===== src/axi_pkg.sv =====
package axi_pkg;

  // ---------------------------------------------------------------------------
  // bus widths
  // ---------------------------------------------------------------------------
  localparam int unsigned ADDR_WIDTH = 32;
  localparam int unsigned DATA_WIDTH = 64;
  localparam int unsigned ID_WIDTH   = 4;

  typedef logic [ADDR_WIDTH-1:0]   addr_t;
  typedef logic [DATA_WIDTH-1:0]   data_t;
  typedef logic [DATA_WIDTH/8-1:0] strb_t;
  typedef logic [ID_WIDTH-1:0]     id_t;

  // burst length minus one
  typedef logic [7:0] len_t;
  // log2 of bytes per beat
  typedef logic [2:0] size_t;
  typedef logic [1:0] burst_t;
  typedef logic [1:0] resp_t;

  // ---------------------------------------------------------------------------
  // channel payloads, valid and ready travel beside them
  // ---------------------------------------------------------------------------
  typedef struct packed {
    id_t    id;
    addr_t  addr;
    len_t   len;
    size_t  size;
    burst_t burst;
  } aw_chan_t;

  typedef struct packed {
    data_t data;
    strb_t strb;
    logic  last;
  } w_chan_t;

  typedef struct packed {
    id_t   id;
    resp_t resp;
  } b_chan_t;

  // read address carries the same fields as the write address
  typedef struct packed {
    id_t    id;
    addr_t  addr;
    len_t   len;
    size_t  size;
    burst_t burst;
  } ar_chan_t;

  typedef struct packed {
    id_t   id;
    data_t data;
    resp_t resp;
    logic  last;
  } r_chan_t;

endpackage


===== src/adapter_pkg.sv =====
package adapter_pkg;

  // ---------------------------------------------------------------------------
  // cache side request kinds
  // ---------------------------------------------------------------------------
  // a single beat, or a whole cache line as an incrementing burst
  typedef enum logic {
    SINGLE_REQ = 1'b0,
    LINE_REQ   = 1'b1
  } req_type_e;

  // ---------------------------------------------------------------------------
  // bus encodings used by the engines
  // ---------------------------------------------------------------------------
  localparam axi_pkg::burst_t BURST_INCR = 2'b01;

  // line bursts always move full bus beats
  localparam axi_pkg::size_t SIZE_BEAT = axi_pkg::size_t'($clog2(axi_pkg::DATA_WIDTH / 8));

  // ---------------------------------------------------------------------------
  // engine state machines
  // ---------------------------------------------------------------------------
  // write path, AW and W may complete in either order
  typedef enum logic [2:0] {
    WR_IDLE,
    WR_WAIT_AW_W,
    WR_WAIT_W,
    WR_WAIT_AW,
    WR_WAIT_B
  } wr_state_e;

  // read path, COMPLETE hands the line back one cycle after the last beat
  typedef enum logic [1:0] {
    RD_IDLE,
    RD_WAIT_R,
    RD_COMPLETE
  } rd_state_e;

endpackage


===== src/axi_write_engine.sv =====
`timescale 1ns/100ps

module axi_write_engine #(
  parameter int unsigned LINE_BEATS = 4
) (
  input  logic                                  clk_i,
  input  logic                                  rst_ni,
  // cache side
  input  logic                                  req_i,
  input  adapter_pkg::req_type_e                type_i,
  input  axi_pkg::addr_t                        addr_i,
  input  axi_pkg::size_t                        size_i,
  input  axi_pkg::id_t                          id_i,
  input  axi_pkg::data_t [LINE_BEATS-1:0]       wdata_i,
  input  axi_pkg::strb_t [LINE_BEATS-1:0]       be_i,
  output logic                                  gnt_o,
  output logic                                  valid_o,
  output logic                                  busy_o,
  output axi_pkg::id_t                          id_o,
  // write address and data
  output logic                                  aw_valid_o,
  output axi_pkg::aw_chan_t                     aw_o,
  input  logic                                  aw_ready_i,
  output logic                                  w_valid_o,
  output axi_pkg::w_chan_t                      w_o,
  input  logic                                  w_ready_i,
  // write response
  input  logic                                  b_valid_i,
  input  axi_pkg::b_chan_t                      b_i,
  output logic                                  b_ready_o
);

  localparam int unsigned CNT_W      = (LINE_BEATS > 1) ? $clog2(LINE_BEATS) : 1;
  localparam int unsigned LINE_BYTES = (axi_pkg::DATA_WIDTH / 8) * LINE_BEATS;

  typedef logic [CNT_W-1:0] beat_idx_t;

  localparam beat_idx_t      LAST_BEAT = beat_idx_t'(LINE_BEATS - 1);
  localparam axi_pkg::addr_t LINE_MASK = axi_pkg::addr_t'(LINE_BYTES - 1);

  adapter_pkg::wr_state_e state_q, state_d;
  beat_idx_t              cnt_q, cnt_d;

  logic      is_line;
  logic      aw_pend;
  logic      w_pend;
  logic      w_last;
  logic      aw_left;
  logic      w_left;
  beat_idx_t beat_idx;

  assign is_line = (type_i == adapter_pkg::LINE_REQ);

  // ---------------------------------------------------------------------------
  // channel payloads
  // ---------------------------------------------------------------------------
  // request inputs are held until gnt, so AW and W are taken straight from them
  assign aw_o.id    = id_i;
  assign aw_o.addr  = is_line ? (addr_i & ~LINE_MASK) : addr_i;
  assign aw_o.len   = is_line ? axi_pkg::len_t'(LINE_BEATS - 1) : '0;
  assign aw_o.size  = is_line ? adapter_pkg::SIZE_BEAT : size_i;
  assign aw_o.burst = adapter_pkg::BURST_INCR;

  // single writes always use element 0
  assign beat_idx = is_line ? cnt_q : '0;
  assign w_last   = !is_line || (cnt_q == LAST_BEAT);

  assign w_o.data = wdata_i[beat_idx];
  assign w_o.strb = be_i[beat_idx];
  assign w_o.last = w_last;

  // which channels still have something to send in this state
  always_comb begin
    aw_pend = 1'b0;
    w_pend  = 1'b0;
    case (state_q)
      adapter_pkg::WR_IDLE: begin
        aw_pend = req_i;
        w_pend  = req_i;
      end
      adapter_pkg::WR_WAIT_AW_W: begin
        aw_pend = 1'b1;
        w_pend  = 1'b1;
      end
      adapter_pkg::WR_WAIT_AW: begin
        aw_pend = 1'b1;
      end
      adapter_pkg::WR_WAIT_W: begin
        w_pend = 1'b1;
      end
      default: ;
    endcase
  end

  assign aw_valid_o = aw_pend;
  assign w_valid_o  = w_pend;

  // still outstanding after this cycle
  assign aw_left = aw_pend && !aw_ready_i;
  assign w_left  = w_pend && !(w_ready_i && w_last);

  // ---------------------------------------------------------------------------
  // next state
  // ---------------------------------------------------------------------------
  always_comb begin
    state_d = state_q;
    cnt_d   = cnt_q;
    gnt_o   = 1'b0;
    valid_o = 1'b0;

    if (state_q == adapter_pkg::WR_WAIT_B) begin
      if (b_valid_i) begin
        valid_o = 1'b1;
        state_d = adapter_pkg::WR_IDLE;
      end
    end else if (aw_pend || w_pend) begin
      // one beat per W handshake, wrap to zero after the last one
      if (w_pend && w_ready_i) begin
        cnt_d = w_last ? '0 : cnt_q + 1'b1;
      end
      case ({aw_left, w_left})
        2'b11: state_d = adapter_pkg::WR_WAIT_AW_W;
        2'b10: state_d = adapter_pkg::WR_WAIT_AW;
        2'b01: state_d = adapter_pkg::WR_WAIT_W;
        default: begin
          // address and all data accepted
          gnt_o   = 1'b1;
          state_d = adapter_pkg::WR_WAIT_B;
        end
      endcase
    end
  end

  assign b_ready_o = (state_q == adapter_pkg::WR_WAIT_B);
  assign id_o      = b_i.id;
  assign busy_o    = (state_q != adapter_pkg::WR_IDLE);

  always_ff @(posedge clk_i or negedge rst_ni) begin
    if (!rst_ni) begin
      state_q <= adapter_pkg::WR_IDLE;
      cnt_q   <= '0;
    end else begin
      state_q <= state_d;
      cnt_q   <= cnt_d;
    end
  end

endmodule


===== src/axi_read_engine.sv =====
`timescale 1ns/100ps

module axi_read_engine #(
  parameter int unsigned LINE_BEATS = 4
) (
  input  logic                                  clk_i,
  input  logic                                  rst_ni,
  // cache side
  input  logic                                  req_i,
  input  adapter_pkg::req_type_e                type_i,
  input  axi_pkg::addr_t                        addr_i,
  input  axi_pkg::size_t                        size_i,
  input  axi_pkg::id_t                          id_i,
  output logic                                  gnt_o,
  output logic                                  valid_o,
  output logic                                  busy_o,
  output axi_pkg::id_t                          id_o,
  output axi_pkg::data_t [LINE_BEATS-1:0]       rdata_o,
  output axi_pkg::data_t                        critical_word_o,
  output logic                                  critical_word_valid_o,
  // read address
  output logic                                  ar_valid_o,
  output axi_pkg::ar_chan_t                     ar_o,
  input  logic                                  ar_ready_i,
  // read data
  input  logic                                  r_valid_i,
  input  axi_pkg::r_chan_t                      r_i,
  output logic                                  r_ready_o
);

  localparam int unsigned CNT_W      = (LINE_BEATS > 1) ? $clog2(LINE_BEATS) : 1;
  localparam int unsigned BYTE_W     = $clog2(axi_pkg::DATA_WIDTH / 8);
  localparam int unsigned LINE_BYTES = (axi_pkg::DATA_WIDTH / 8) * LINE_BEATS;

  typedef logic [CNT_W-1:0] beat_idx_t;

  localparam axi_pkg::addr_t LINE_MASK = axi_pkg::addr_t'(LINE_BYTES - 1);

  adapter_pkg::rd_state_e state_q, state_d;
  beat_idx_t              cnt_q;
  // word within the line that the cache asked for
  beat_idx_t              offset_q;
  logic                   line_q;
  axi_pkg::id_t           id_q;
  axi_pkg::data_t [LINE_BEATS-1:0] line_buf_q;

  logic      is_line;
  logic      ar_hs;
  logic      r_hs;
  beat_idx_t wr_idx;

  assign is_line = (type_i == adapter_pkg::LINE_REQ);

  // ---------------------------------------------------------------------------
  // read address
  // ---------------------------------------------------------------------------
  // line fetches always start at the line base
  assign ar_o.id    = id_i;
  assign ar_o.addr  = is_line ? (addr_i & ~LINE_MASK) : addr_i;
  assign ar_o.len   = is_line ? axi_pkg::len_t'(LINE_BEATS - 1) : '0;
  assign ar_o.size  = is_line ? adapter_pkg::SIZE_BEAT : size_i;
  assign ar_o.burst = adapter_pkg::BURST_INCR;

  assign ar_valid_o = (state_q == adapter_pkg::RD_IDLE) && req_i;
  assign ar_hs      = ar_valid_o && ar_ready_i;
  assign gnt_o      = ar_hs;

  // ---------------------------------------------------------------------------
  // read data
  // ---------------------------------------------------------------------------
  assign r_ready_o = (state_q == adapter_pkg::RD_WAIT_R);
  assign r_hs      = r_ready_o && r_valid_i;

  // single reads land in element 0
  assign wr_idx = line_q ? cnt_q : '0;

  // critical word goes out in the same cycle its beat arrives
  assign critical_word_o       = r_i.data;
  assign critical_word_valid_o = r_hs && line_q && (cnt_q == offset_q);

  always_comb begin
    state_d = state_q;
    case (state_q)
      adapter_pkg::RD_IDLE: begin
        if (ar_hs) begin
          state_d = adapter_pkg::RD_WAIT_R;
        end
      end
      adapter_pkg::RD_WAIT_R: begin
        if (r_hs && r_i.last) begin
          state_d = adapter_pkg::RD_COMPLETE;
        end
      end
      adapter_pkg::RD_COMPLETE: begin
        state_d = adapter_pkg::RD_IDLE;
      end
      default: state_d = adapter_pkg::RD_IDLE;
    endcase
  end

  assign valid_o = (state_q == adapter_pkg::RD_COMPLETE);
  assign id_o    = id_q;
  assign rdata_o = line_buf_q;
  assign busy_o  = (state_q != adapter_pkg::RD_IDLE);

  always_ff @(posedge clk_i or negedge rst_ni) begin
    if (!rst_ni) begin
      state_q  <= adapter_pkg::RD_IDLE;
      cnt_q    <= '0;
      offset_q <= '0;
      line_q   <= 1'b0;
    end else begin
      state_q <= state_d;
      if (ar_hs) begin
        cnt_q    <= '0;
        line_q   <= is_line;
        offset_q <= addr_i[BYTE_W +: CNT_W];
      end else if (r_hs) begin
        cnt_q <= cnt_q + 1'b1;
      end
    end
  end

  // line buffer and returned id
  always_ff @(posedge clk_i) begin
    if (r_hs) begin
      line_buf_q[wr_idx] <= r_i.data;
      if (r_i.last) begin
        id_q <= r_i.id;
      end
    end
  end

endmodule


===== src/axi_adapter.sv =====
`timescale 1ns/100ps

module axi_adapter #(
  parameter int unsigned LINE_BEATS = 4
) (
  input  logic                                  clk_i,
  input  logic                                  rst_ni,
  // cache side
  input  logic                                  req_i,
  input  logic                                  we_i,
  input  adapter_pkg::req_type_e                type_i,
  input  axi_pkg::addr_t                        addr_i,
  input  axi_pkg::size_t                        size_i,
  input  axi_pkg::id_t                          id_i,
  input  axi_pkg::data_t [LINE_BEATS-1:0]       wdata_i,
  input  axi_pkg::strb_t [LINE_BEATS-1:0]       be_i,
  output logic                                  gnt_o,
  output logic                                  busy_o,
  output logic                                  valid_o,
  output axi_pkg::id_t                          id_o,
  output axi_pkg::data_t [LINE_BEATS-1:0]       rdata_o,
  output axi_pkg::data_t                        critical_word_o,
  output logic                                  critical_word_valid_o,
  // AXI master port
  output logic                                  aw_valid_o,
  output axi_pkg::aw_chan_t                     aw_o,
  input  logic                                  aw_ready_i,
  output logic                                  w_valid_o,
  output axi_pkg::w_chan_t                      w_o,
  input  logic                                  w_ready_i,
  input  logic                                  b_valid_i,
  input  axi_pkg::b_chan_t                      b_i,
  output logic                                  b_ready_o,
  output logic                                  ar_valid_o,
  output axi_pkg::ar_chan_t                     ar_o,
  input  logic                                  ar_ready_i,
  input  logic                                  r_valid_i,
  input  axi_pkg::r_chan_t                      r_i,
  output logic                                  r_ready_o
);

  logic         wr_req, rd_req;
  logic         wr_gnt, rd_gnt;
  logic         wr_valid, rd_valid;
  logic         wr_busy, rd_busy;
  axi_pkg::id_t wr_id, rd_id;

  // writes and reads go to separate engines, only one is active at a time
  assign wr_req = req_i && we_i;
  assign rd_req = req_i && !we_i;

  axi_write_engine #(
    .LINE_BEATS (LINE_BEATS)
  ) i_write_engine (
    .clk_i      (clk_i),
    .rst_ni     (rst_ni),
    .req_i      (wr_req),
    .type_i     (type_i),
    .addr_i     (addr_i),
    .size_i     (size_i),
    .id_i       (id_i),
    .wdata_i    (wdata_i),
    .be_i       (be_i),
    .gnt_o      (wr_gnt),
    .valid_o    (wr_valid),
    .busy_o     (wr_busy),
    .id_o       (wr_id),
    .aw_valid_o (aw_valid_o),
    .aw_o       (aw_o),
    .aw_ready_i (aw_ready_i),
    .w_valid_o  (w_valid_o),
    .w_o        (w_o),
    .w_ready_i  (w_ready_i),
    .b_valid_i  (b_valid_i),
    .b_i        (b_i),
    .b_ready_o  (b_ready_o)
  );

  axi_read_engine #(
    .LINE_BEATS (LINE_BEATS)
  ) i_read_engine (
    .clk_i                 (clk_i),
    .rst_ni                (rst_ni),
    .req_i                 (rd_req),
    .type_i                (type_i),
    .addr_i                (addr_i),
    .size_i                (size_i),
    .id_i                  (id_i),
    .gnt_o                 (rd_gnt),
    .valid_o               (rd_valid),
    .busy_o                (rd_busy),
    .id_o                  (rd_id),
    .rdata_o               (rdata_o),
    .critical_word_o       (critical_word_o),
    .critical_word_valid_o (critical_word_valid_o),
    .ar_valid_o            (ar_valid_o),
    .ar_o                  (ar_o),
    .ar_ready_i            (ar_ready_i),
    .r_valid_i             (r_valid_i),
    .r_i                   (r_i),
    .r_ready_o             (r_ready_o)
  );

  // merge the cache side returns
  assign gnt_o   = wr_gnt || rd_gnt;
  assign valid_o = wr_valid || rd_valid;
  assign busy_o  = wr_busy || rd_busy;
  assign id_o    = wr_valid ? wr_id : rd_id;

endmodule


===== config.mk =====
export PLATFORM = sky130hd
export DESIGN_NAME = axi_adapter
export DESIGN_NICKNAME = d
export VERILOG_FILES = /design/src/axi_pkg.sv /design/src/adapter_pkg.sv /design/src/axi_write_engine.sv /design/src/axi_read_engine.sv /design/src/axi_adapter.sv
export SDC_FILE = /design/constraint.sdc
export NUM_CORES = 1
export LEC_CHECK = 0
export ABC_AREA = 1
export BUFFER_PORTS_ARGS = -buffer_cell sky130_fd_sc_hd__buf_2
export CAP_MARGIN = 20
export CORE_AREA = 2 2 354 356
export DETAILED_ROUTE_END_ITERATION = 7
export DIE_AREA = 0 0 356 358
export PLACE_DENSITY = 0.4
export SYNTH_ARGS = -nofsm -noshare
export SYNTH_HDL_FRONTEND = slang
export SYNTH_SLANG_ARGS = --single-unit

===== constraint.sdc =====
create_clock -name clk_i -period 7.9 [get_ports clk_i]
set_input_delay 0.395 -clock clk_i [delete_from_list [all_inputs] [get_ports clk_i]]
set_output_delay 0.395 -clock clk_i [all_outputs]
set_load 0.05 [all_outputs]

==> impl_metrics.env, run 1 <==
export IMPL_ir_drop_mv=0.1943
export IMPL_grt_max_degree=82
export IMPL_drive_gt1_share_pct=53.80
export IMPL_min_from="r_i[23]"
export IMPL_synth_area_leader_cell="edfxtp_1"
export IMPL_area_delta_synth_final_pct=49.38
export IMPL_crit_fanout=78
export IMPL_fmax_mhz=229.7
export IMPL_chipWidth_um=356
export IMPL_tns_ns=0
export IMPL_wl_per_cell_um=19.11
export IMPL_grt_use_total_pct=9.294
export IMPL_rsz0062_at_grt="false"
export IMPL_synth_seq_cells=272
export IMPL_multiInputGateArea_sq_um=2693
export IMPL_design_die_area_sq_um=127400
export IMPL_rows=129
export IMPL_min_path_cells=1
export IMPL_outcome="complete, no violations"
export IMPL_io_pins=918
export IMPL_slew_viol_final=0
export IMPL_worstReg2RegStart="i_read_engine.state_q[0]"
export IMPL_period_needed_ns=4.353
export IMPL_r2r_end="i_read_engine.rdata_o[66]"
export IMPL_start_util_pct=9.886
export IMPL_grt_pass1_wl_um=80940
export IMPL_synth_edf_count=260
export IMPL_cts_resized_gates=0
export IMPL_synth_cell_types=23
export IMPL_clock_path_buffers=3
export IMPL_drcViolationCount=0
export IMPL_htreeDepth=1
export IMPL_arrival_ns=3.96
export IMPL_worstSetupPathType="reg2out"
export IMPL_drt_vias_per_instance=3.036
export IMPL_synth_common_cells="edfxtp_1, buf_4, nor2_1"
export IMPL_placed_cells=3284
export IMPL_power_density_nw_per_um2=290.9
export IMPL_grt_pass1_vias=9379
export IMPL_wirelength_um=64390
export IMPL_p_leak_nw=7.568
export IMPL_r2r_cells=6
export IMPL_ys_seq_area_share_pct=66.51
export IMPL_clk_latency_ns=0.59
export IMPL_maxCapViolCount=0
export IMPL_cts_tree="built"
export IMPL_num_vias=10230
export IMPL_maxSlewHeadroom_pct=36.61
export IMPL_synth_avg_cell_area_sq_um=11.94
export IMPL_synth_most_common_cell="edfxtp_1"
export IMPL_synth_area_top_cells="edfxtp_1, buf_4, nor2_1"
export IMPL_grt_overflow_total=0
export IMPL_worst_pin_slew_ns=0.9508
export IMPL_final_cells=3370
export IMPL_clock_sinks=272
export IMPL_dp_hpwl_um=52890
export IMPL_dr_first_iter_drc_count=631
export IMPL_critical_path_required_ns=7.51
export IMPL_finClkSkew_ns=0.01575
export IMPL_synth_top_area_share_pct=64.05
export IMPL_first_pass_iters=4
export IMPL_nets=2121
export IMPL_min_to="i_read_engine.rdata_o[148]"
export IMPL_period_share_pct=55.10
export IMPL_antenna_found_initial=18
export IMPL_yosysWarnings=0
export IMPL_layout_setup_ws_ns=3.547
export IMPL_netlist_instances=1021
export IMPL_cts_buffers=31
export IMPL_io_buffers=804
export IMPL_die_y_um=358
export IMPL_layout_area_seq_sq_um=8108
export IMPL_synth_flop_cell="edfxtp_1"
export IMPL_finalHoldViolations=0
export IMPL_pre_cts_slack_ns=3.738
export IMPL_fillers=14090
export IMPL_cts_root_buf="clkbuf_16"
export IMPL_clkTransAtPathRegs_ns=0.06
export IMPL_async_flop_share_pct=4.412
export IMPL_cp_start_kind="register"
export IMPL_place_congestion=0.8267
export IMPL_core_area_sq_um=123300
export IMPL_holdCritPathClass="in2reg"
export IMPL_syn_cell_area_sq_um=12190
export IMPL_post_cts_setup_buffers=0
export IMPL_r2r_setup_slack_ns=5.04
export IMPL_ant_nets=0
export IMPL_setup_violations=0
export IMPL_cp_end_kind="primary output"
==> registers in the layout (all words and copies together), names as in the netlist <==
signal	cells
i_write_engine.state_q	3
i_read_engine.state_q	2
i_read_engine.offset_q	2
i_read_engine.line_q	1
i_write_engine.cnt_q	2
i_read_engine.cnt_q	2
i_read_engine.rdata_o	256
i_read_engine.id_o	4
==> where the power goes <==
group / switching [mW] / internal [mW]
Combinational: 1.78 / 0.436
Sequential: 0.0477 / 1.72
Clock: 0.572 / 0.746
Total: 2.39 / 2.90
==> final cells by class <==
class                      count  area share [%]
antenna                        8          0.1099
inverter                      19          0.4054
clock inverter                17          0.6665
clock buffer                  37           4.384
sequential                   272           44.52
timing repair buffer         839           23.88
tap                         1637           11.25
multi-input combinational    541           14.79
==> logic make-up after synthesis <==
group                    after synthesis  share of synthesized area (%)
AO/OA/AOI/OAI                        153                          7.780
XOR/XNOR                               3                         0.2156
adder cells (fa/ha/maj)                3                         0.3079
buffers and inverters                222                          12.12
flip-flops                           272                          66.51
other                                  2                        0.06161
AND/OR/NAND/NOR                      366                          13.00
==> worst max-delay path by stage <==
stage / startpoint / to / slack [ns] / cells past startpoint
CTS: i_write_engine.cnt_q[0] / w_o[19] / 3.42 / 6
global placement: type_i / w_o[19] / 3.74 / 7
global route: i_write_engine.cnt_q[0] / w_o[19] / 3.19 / 6
floorplan: i_read_engine.state_q[1] / i_read_engine.rdata_o[128] / 1.51 / 4
detailed placement: type_i / w_o[19] / 3.74 / 7
finish: i_write_engine.cnt_q[0] / w_o[19] / 3.55 / 6
==> cells in the final DEF, fill, tap and decap left out <==
master / count
dfrtp_1: 12
o21ai_1: 3
or2_2: 66
nor3_2: 3
buf_2: 804
inv_4: 1
clkinvlp_4: 2
inv_8: 1
buf_4: 11
ha_1: 3
inv_1: 18
clkinv_1: 9
buf_6: 1
clkinv_2: 1
nand2_4: 2
xor2_1: 3
dlygate4sd3_1: 23
nor2_1: 158
nand3_1: 7
or2_1: 8
o21a_1: 1
o21ai_0: 75
inv_6: 2
bufinv_16: 1
edfxtp_1: 260
a21oi_1: 2
diode_2: 8
nand4_1: 4
conb_1: 16
clkbuf_1: 6
o211ai_1: 72
clkinv_4: 1
nand2_1: 116
clkbuf_16: 31
nor2_4: 1
nor3_1: 1
==> what timing repair did <==
item / 4_1_cts / 5_1_grt
setup endpoints to repair: 0 / 0
hold buffers: 23 / 0
endpoints found under the hold margin: 85 / 0
==> critical path, cell delays in order (launching register included) <==
cell	delay (ns)
dfrtp_1	0.43
nand2_4	0.37
inv_4	0.82
buf_4	0.65
o21ai_0	0.46
nand2_1	0.17
buf_2	0.34
==> per-stage QoR <==
step	utilization, %	cell area [sq um]	hold WS [ns]	total power, mW
2_1_floorplan	-	12240	0.09941	3.373
3_3_place_gp	13.81	17030	0.3115	4.075
3_5_place_dp	13.81	17030	0.3045	4.070
4_1_cts	14.74	18180	0.01377	5.442
5_1_grt	14.75	18190	0.03745	5.588
6_report	14.77	18210	0.06502	5.297
==> layer usage <==
metal | routed length [um] | track usage (%) | vias up
met3 | 5773 | 3.099 | 116
met2 | 33200 | 16.98 | 507
met1 | 23890 | 10.13 | 4842
li1 | - | - | 4765
met4 | 1506 | 2.743 | 2
met5 | 13 | 0 | -
(Power assumes the default switching activity.)
==> inputs of run 2 (changes only) <==
--- a/config.mk
+++ b/config.mk
@@ -8,9 +8,9 @@
 export ABC_AREA = 1
 export BUFFER_PORTS_ARGS = -buffer_cell sky130_fd_sc_hd__buf_2
 export CAP_MARGIN = 20
-export CORE_AREA = 2 2 354 356
+export CORE_AREA = 2 2 362 364
 export DETAILED_ROUTE_END_ITERATION = 7
-export DIE_AREA = 0 0 356 358
+export DIE_AREA = 0 0 364 366
 export PLACE_DENSITY = 0.4
 export SYNTH_ARGS = -nofsm -noshare
 export SYNTH_HDL_FRONTEND = slang
==> constraint.sdc (replaced) <==
create_clock -name clk_i -period 4 [get_ports clk_i]
set_input_delay 0.2 -clock clk_i [delete_from_list [all_inputs] [get_ports clk_i]]
set_output_delay 0.2 -clock clk_i [all_outputs]
set_load 0.05 [all_outputs]
==> impl_metrics.env, run 2 (same netlist as run 1, synthesis figures left out) <==
export IMPL_outcome="complete, no violations"
export IMPL_grt_max_degree=145
export IMPL_cp_start_kind="register"
export IMPL_cts_resized_gates=0
export IMPL_start_util_pct=9.451
export IMPL_dp_hpwl_um=59720
export IMPL_drcViolationCount=0
export IMPL_ir_drop_mv=0.8106
export IMPL_clock_path_buffers=3
export IMPL_cp_end_kind="primary output"
export IMPL_die_y_um=366
export IMPL_grt_pass1_vias=10000
export IMPL_startpoint="i_write_engine.cnt_q[0]"
export IMPL_grt_pass1_wl_um=90250
export IMPL_design_die_area_sq_um=133200
export IMPL_r2r_end="i_read_engine.rdata_o[166]"
export IMPL_mostFrequentLayoutCell="buf_2"
export IMPL_core_area_sq_um=129000
export IMPL_cpPeakStageDelay_ns=0.63
export IMPL_htreeDepth=1
export IMPL_grt_overflow_total=0
export IMPL_critical_path_required_ns=3.80
export IMPL_setup_violations=0
export IMPL_drive_gt1_share_pct=52.30
export IMPL_wirelength_um=72150
export IMPL_arrival_ns=2.90
export IMPL_area_delta_synth_final_pct=55.88
export IMPL_io_buffers=804
export IMPL_drt_vias_per_instance=2.997
export IMPL_period_share_pct=77.43
export IMPL_antenna_found_initial=35
export IMPL_post_cts_setup_buffers=0
export IMPL_r2r_setup_slack_ns=1.68
export IMPL_chipWidth_um=364
export IMPL_cts_buffers=31
export IMPL_slew_viol_final=0
export IMPL_ant_nets=0
export IMPL_r2r_cells=5
export IMPL_holdWs_ns=0.09619
export IMPL_period_needed_ns=3.097
export IMPL_crit_fanout=78
export IMPL_cts_tree="built"
export IMPL_holdBufCountCts=74
export IMPL_rows=132
export IMPL_num_vias=10600
export IMPL_maxSlewHeadroom_pct=42.13
export IMPL_grt_use_total_pct=10.11
export IMPL_p_leak_nw=7.856
export IMPL_rsz0062_at_grt="false"
export IMPL_cts_root_buf="clkbuf_16"
export IMPL_worst_pin_slew_ns=0.8680
export IMPL_wl_per_cell_um=20.41
export IMPL_nets=2177
export IMPL_io_pins=918
export IMPL_dr_first_iter_drc_count=558
export IMPL_fmax_mhz=322.9
export IMPL_mostFrequentLayoutCells="buf_2, edfxtp_1, nor2_1"
export IMPL_place_congestion=0.8561
export IMPL_maxCapViolCount=0
export IMPL_largest_reg_flops=256
export IMPL_worstReg2RegStart="i_read_engine.state_q[1]"
export IMPL_clkTransAtPathRegs_ns=0.06
export IMPL_crit_path_cell_trace="nand2_4, inv_4, buf_4, o21ai_0, nand2_1, buf_2"
export IMPL_first_pass_iters=5
export IMPL_finClkSkew_ns=0.01230
export IMPL_holdCritPathClass="in2async"
export IMPL_placed_cell_area_sq_um=17300
export IMPL_finalHoldViolations=0
export IMPL_power_density_nw_per_um2=562.2
export IMPL_critPathTopFamily="buffers and inverters"
export IMPL_crit_buf_inv=3
export IMPL_clk_latency_ns=0.60
export IMPL_clock_sinks=272
export IMPL_slowest_stage="inv_4"
export IMPL_worstSetupPathType="reg2out"
export IMPL_final_cell_area_sq_um=19000
run 2: cell count changes in the layout (fill, tap and decap cells not counted), sizes merged:
cell         change
inv              +1
diode            +1
buf              +5
clkbuf           +4
clkinv           -1
dlygate4sd3     +51
clkinvlp         -1
run 2: cell type report:
cell class              instances  area [sq um]
diodes                          9         22.52
clock inverters                16         126.4
fillers                     14700        110000
flip-flops and latches        272          8108
inverters                      19         73.82
multi-input cells             541          2711
clock buffers                  41         813.3
well taps                    1742          2180
repair buffers                895          4967
run 2: worst max path at each step:
| stage | end | slack (ns) | depth (start not counted) |
|---|---|---|---|
| after floorplan | i_read_engine.rdata_o[100] | -0.46 | 4 |
| after global placement | w_o[16] | 1.41 | 7 |
| after detailed placement | w_o[16] | 1.39 | 7 |
| after CTS | w_o[16] | 0.80 | 6 |
| after global routing | w_o[16] | 0.72 | 6 |
| final | w_o[28] | 0.90 | 6 |
run 2: stage by stage:
stage / power (mW) / TNS [ns] / setup WS [ns] / util, % / instances
after global routing: 11.26 / 0 / 0.7150 / 14.72 / 3529
after global placement: 8.152 / 0 / 1.406 / 13.41 / 3395
after floorplan: 6.656 / -88.19 / -0.4593 / - / 1035
after detailed placement: 8.150 / 0 / 1.389 / 13.41 / 3395
after CTS: 10.97 / 0 / 0.8019 / 14.71 / 3526
final: 10.68 / 0 / 0.9026 / 14.73 / 3535
run 2: metal layers:
layer | vias up | track usage (%) | routed length [um]
li1 | 4876 | - | -
met1 | 4989 | 9.647 | 23770
met2 | 582 | 19.48 | 38590
met3 | 143 | 3.834 | 7181
met4 | 6 | 3.407 | 2569
met5 | - | 0 | 33
run 2: power breakdown:
part           internal, mW  switching (mW)
combinational         0.935            3.56
sequential             3.39           0.120
clock                  1.50            1.17
==> inputs of run 3 (changes only) <==
--- a/config.mk
+++ b/config.mk
@@ -8,9 +8,9 @@
 export ABC_AREA = 1
 export BUFFER_PORTS_ARGS = -buffer_cell sky130_fd_sc_hd__buf_2
 export CAP_MARGIN = 20
-export CORE_AREA = 2 2 362 364
+export CORE_AREA = 2 2 354 356
 export DETAILED_ROUTE_END_ITERATION = 7
-export DIE_AREA = 0 0 364 366
+export DIE_AREA = 0 0 356 358
 export PLACE_DENSITY = 0.4
 export SYNTH_ARGS = -nofsm -noshare
 export SYNTH_HDL_FRONTEND = slang
==> constraint.sdc (replaced) <==
create_clock -name clk_i -period 2.9 [get_ports clk_i]
set_input_delay 0.145 -clock clk_i [delete_from_list [all_inputs] [get_ports clk_i]]
set_output_delay 0.145 -clock clk_i [all_outputs]
set_load 0.05 [all_outputs]
==> impl_metrics.env, run 3 (same netlist as run 1, synthesis figures left out) <==
export IMPL_outcome="complete, no violations"
export IMPL_worst_pin_slew_ns=0.7047
export IMPL_cpPeakStageDelay_ns=0.50
export IMPL_slew_viol_final=0
export IMPL_internal_power_mw=8.650
export IMPL_htreeDepth=2
export IMPL_cts_buffers=34
export IMPL_crit_fanout=52
export IMPL_io_buffers=804
export IMPL_wl_per_cell_um=18.90
export IMPL_r2r_setup_slack_ns=0.92
export IMPL_worstSetupPathType="reg2out"
export IMPL_nets=2190
export IMPL_mostFrequentLayoutCells="buf_2, edfxtp_1, nor2_1"
export IMPL_rows=129
export IMPL_maxCapViolCount=0
export IMPL_r2r_cells=4
export IMPL_grt_overflow_total=0
export IMPL_grt_max_degree=89
export IMPL_finClkSkew_ns=0.03140
export IMPL_p_switching_mw=6.701
export IMPL_first_pass_iters=7
export IMPL_pwr_share_seq_pct=31.4
export IMPL_ant_nets=0
export IMPL_grt_use_total_pct=9.390
export IMPL_power_mw=15.35
export IMPL_cts_root_buf="clkbuf_16"
export IMPL_clock_sinks=272
export IMPL_grt_pass1_vias=9700
export IMPL_switching_share_pct=43.65
export IMPL_dr_first_iter_drc_count=689
export IMPL_area_delta_synth_final_pct=58.75
export IMPL_cp_start_kind="register"
export IMPL_pre_cts_slack_ns=0.7179
export IMPL_mostFrequentLayoutCell="buf_2"
export IMPL_wirelength_um=64910
export IMPL_drt_vias_per_instance=3.050
export IMPL_critPathTopFamily="buffers and inverters"
export IMPL_comb_power_share_pct=42.6
export IMPL_power_density_nw_per_um2=793.3
export IMPL_worst_path_stages=6
export IMPL_cts_tree="built"
export IMPL_finalHoldViolations=0
export IMPL_drive_gt1_share_pct=53.14
export IMPL_crit_end="w_o[37]"
export IMPL_fmax_mhz=372.8
export IMPL_clk_latency_ns=0.55
export IMPL_die_y_um=358
export IMPL_design_die_area_sq_um=127400
export IMPL_holdCritPathClass="in2reg"
export IMPL_drcViolationCount=0
export IMPL_cp_end_kind="primary output"
export IMPL_io_pins=918
export IMPL_period_share_pct=92.50
export IMPL_crit_buf_inv=3
export IMPL_period_needed_ns=2.682
export IMPL_slowest_stage="buf_4"
export IMPL_grt_pass1_wl_um=81080
export IMPL_start_util_pct=9.886
export IMPL_layout_setup_ws_ns=0.2176
export IMPL_rsz0062_at_grt="false"
export IMPL_largest_reg_flops=256
export IMPL_arrival_ns=2.54
export IMPL_p_leak_nw=8.061
export IMPL_clkTransAtPathRegs_ns=0.05
export IMPL_min_from="r_valid_i"
export IMPL_dp_hpwl_um=52530
export IMPL_chipWidth_um=356
export IMPL_maxSlewHeadroom_pct=53.02
export IMPL_startpoint="i_write_engine.cnt_q[0]"
export IMPL_worstReg2RegStart="i_read_engine.state_q[1]"
export IMPL_antenna_found_initial=8
export IMPL_num_vias=10480
export IMPL_fillers=13880
export IMPL_critical_path_required_ns=2.76
export IMPL_core_area_sq_um=123300
export IMPL_r2r_end="i_read_engine.rdata_o[180]"
export IMPL_crit_path_cell_trace="nand2_4, inv_4, buf_4, o21ai_0, nand2_1, buf_2"
export IMPL_place_congestion=0.7838
export IMPL_p_clk_share_pct=26.0
export IMPL_setup_violations=0
export IMPL_ir_drop_mv=0.5827
export IMPL_clock_path_buffers=3
[run 3: changes by cell type in the layout (fill, tap and decap cells not counted), sizes merged]
cell      delta
buf         +10
diode        -8
clkinv       +3
inv          -2
bufinv       +1
clkinvlp     +1
[run 3: repair_timing]
action                                  CTS  global route
setup buffers                             0             0
gates resized for setup                   0             1
hold endpoints to repair                277             0
endpoints found under the setup margin    0             3
hold buffers                             74             0
[run 3: area by class of cell]
class                      instances  area [sq um]  area share [%]
sequential                       272          8108           41.90
timing repair buffer             905          5355           27.67
multi-input combinational        541          2721           14.06
tap                             1637          2048           10.58
clock buffer                      41         877.1           4.532
clock inverter                    19         162.7          0.8405
inverter                          19         77.57          0.4009
antenna                            1         2.502         0.01293
[run 3: worst min-delay path by stage]
stage          slack, ns  cells after the start                         to
2_1_floorplan      -0.15                      0     i_read_engine.cnt_q[0]
3_3_place_gp        0.06                      1  i_read_engine.offset_q[1]
3_5_place_dp        0.05                      1  i_read_engine.offset_q[1]
4_1_cts             0.02                      3   i_read_engine.state_q[1]
5_1_grt             0.06                      2    i_write_engine.cnt_q[1]
6_report            0.07                      3   i_read_engine.state_q[1]
[run 3: worst reg2reg max path: cells and delay by family, from the launching register on]
kind	cells	cell delay, ns
buffers and inverters	1	0.23
AND/OR/NAND/NOR	3	0.64
flip-flops	1	0.42
[run 3: power by group through the flow]
stage | clock network (mW) | logic, mW | registers [mW]
after detailed placement | 0 | 6.65 | 4.90
after global placement | 0 | 6.67 | 4.91
after global routing | 4.31 | 7.00 | 4.86
final | 3.98 | 6.54 | 4.82
after CTS | 4.17 | 6.75 | 4.83
after floorplan | 0 | 3.60 | 5.61
[run 3: per-layer routing]
metal  global-route usage, %  wire (um)  vias up
met5                       0          0        -
met4                   3.367       1892        0
met3                   3.344       5955      116
met2                   17.27      34150      533
met1                   9.789      22910     4945
li1                        -          -     4884
[run 3: stage by stage]
| step | area, sq um | hold WS [ns] | instances | TNS [ns] | util (%) |
|---|---|---|---|---|---|
| 6_report | 19350 | 0.07183 | 3435 | 0 | 15.69 |
| 5_1_grt | 19350 | 0.06366 | 3434 | 0 | 15.69 |
| 4_1_cts | 19350 | 0.01913 | 3434 | 0 | 15.69 |
| 3_5_place_dp | 17570 | 0.05423 | 3300 | 0 | 14.24 |
| 3_3_place_gp | 17570 | 0.05670 | 3300 | 0 | 14.24 |
| 2_1_floorplan | 12300 | -0.1506 | 1035 | -8.836 | - |
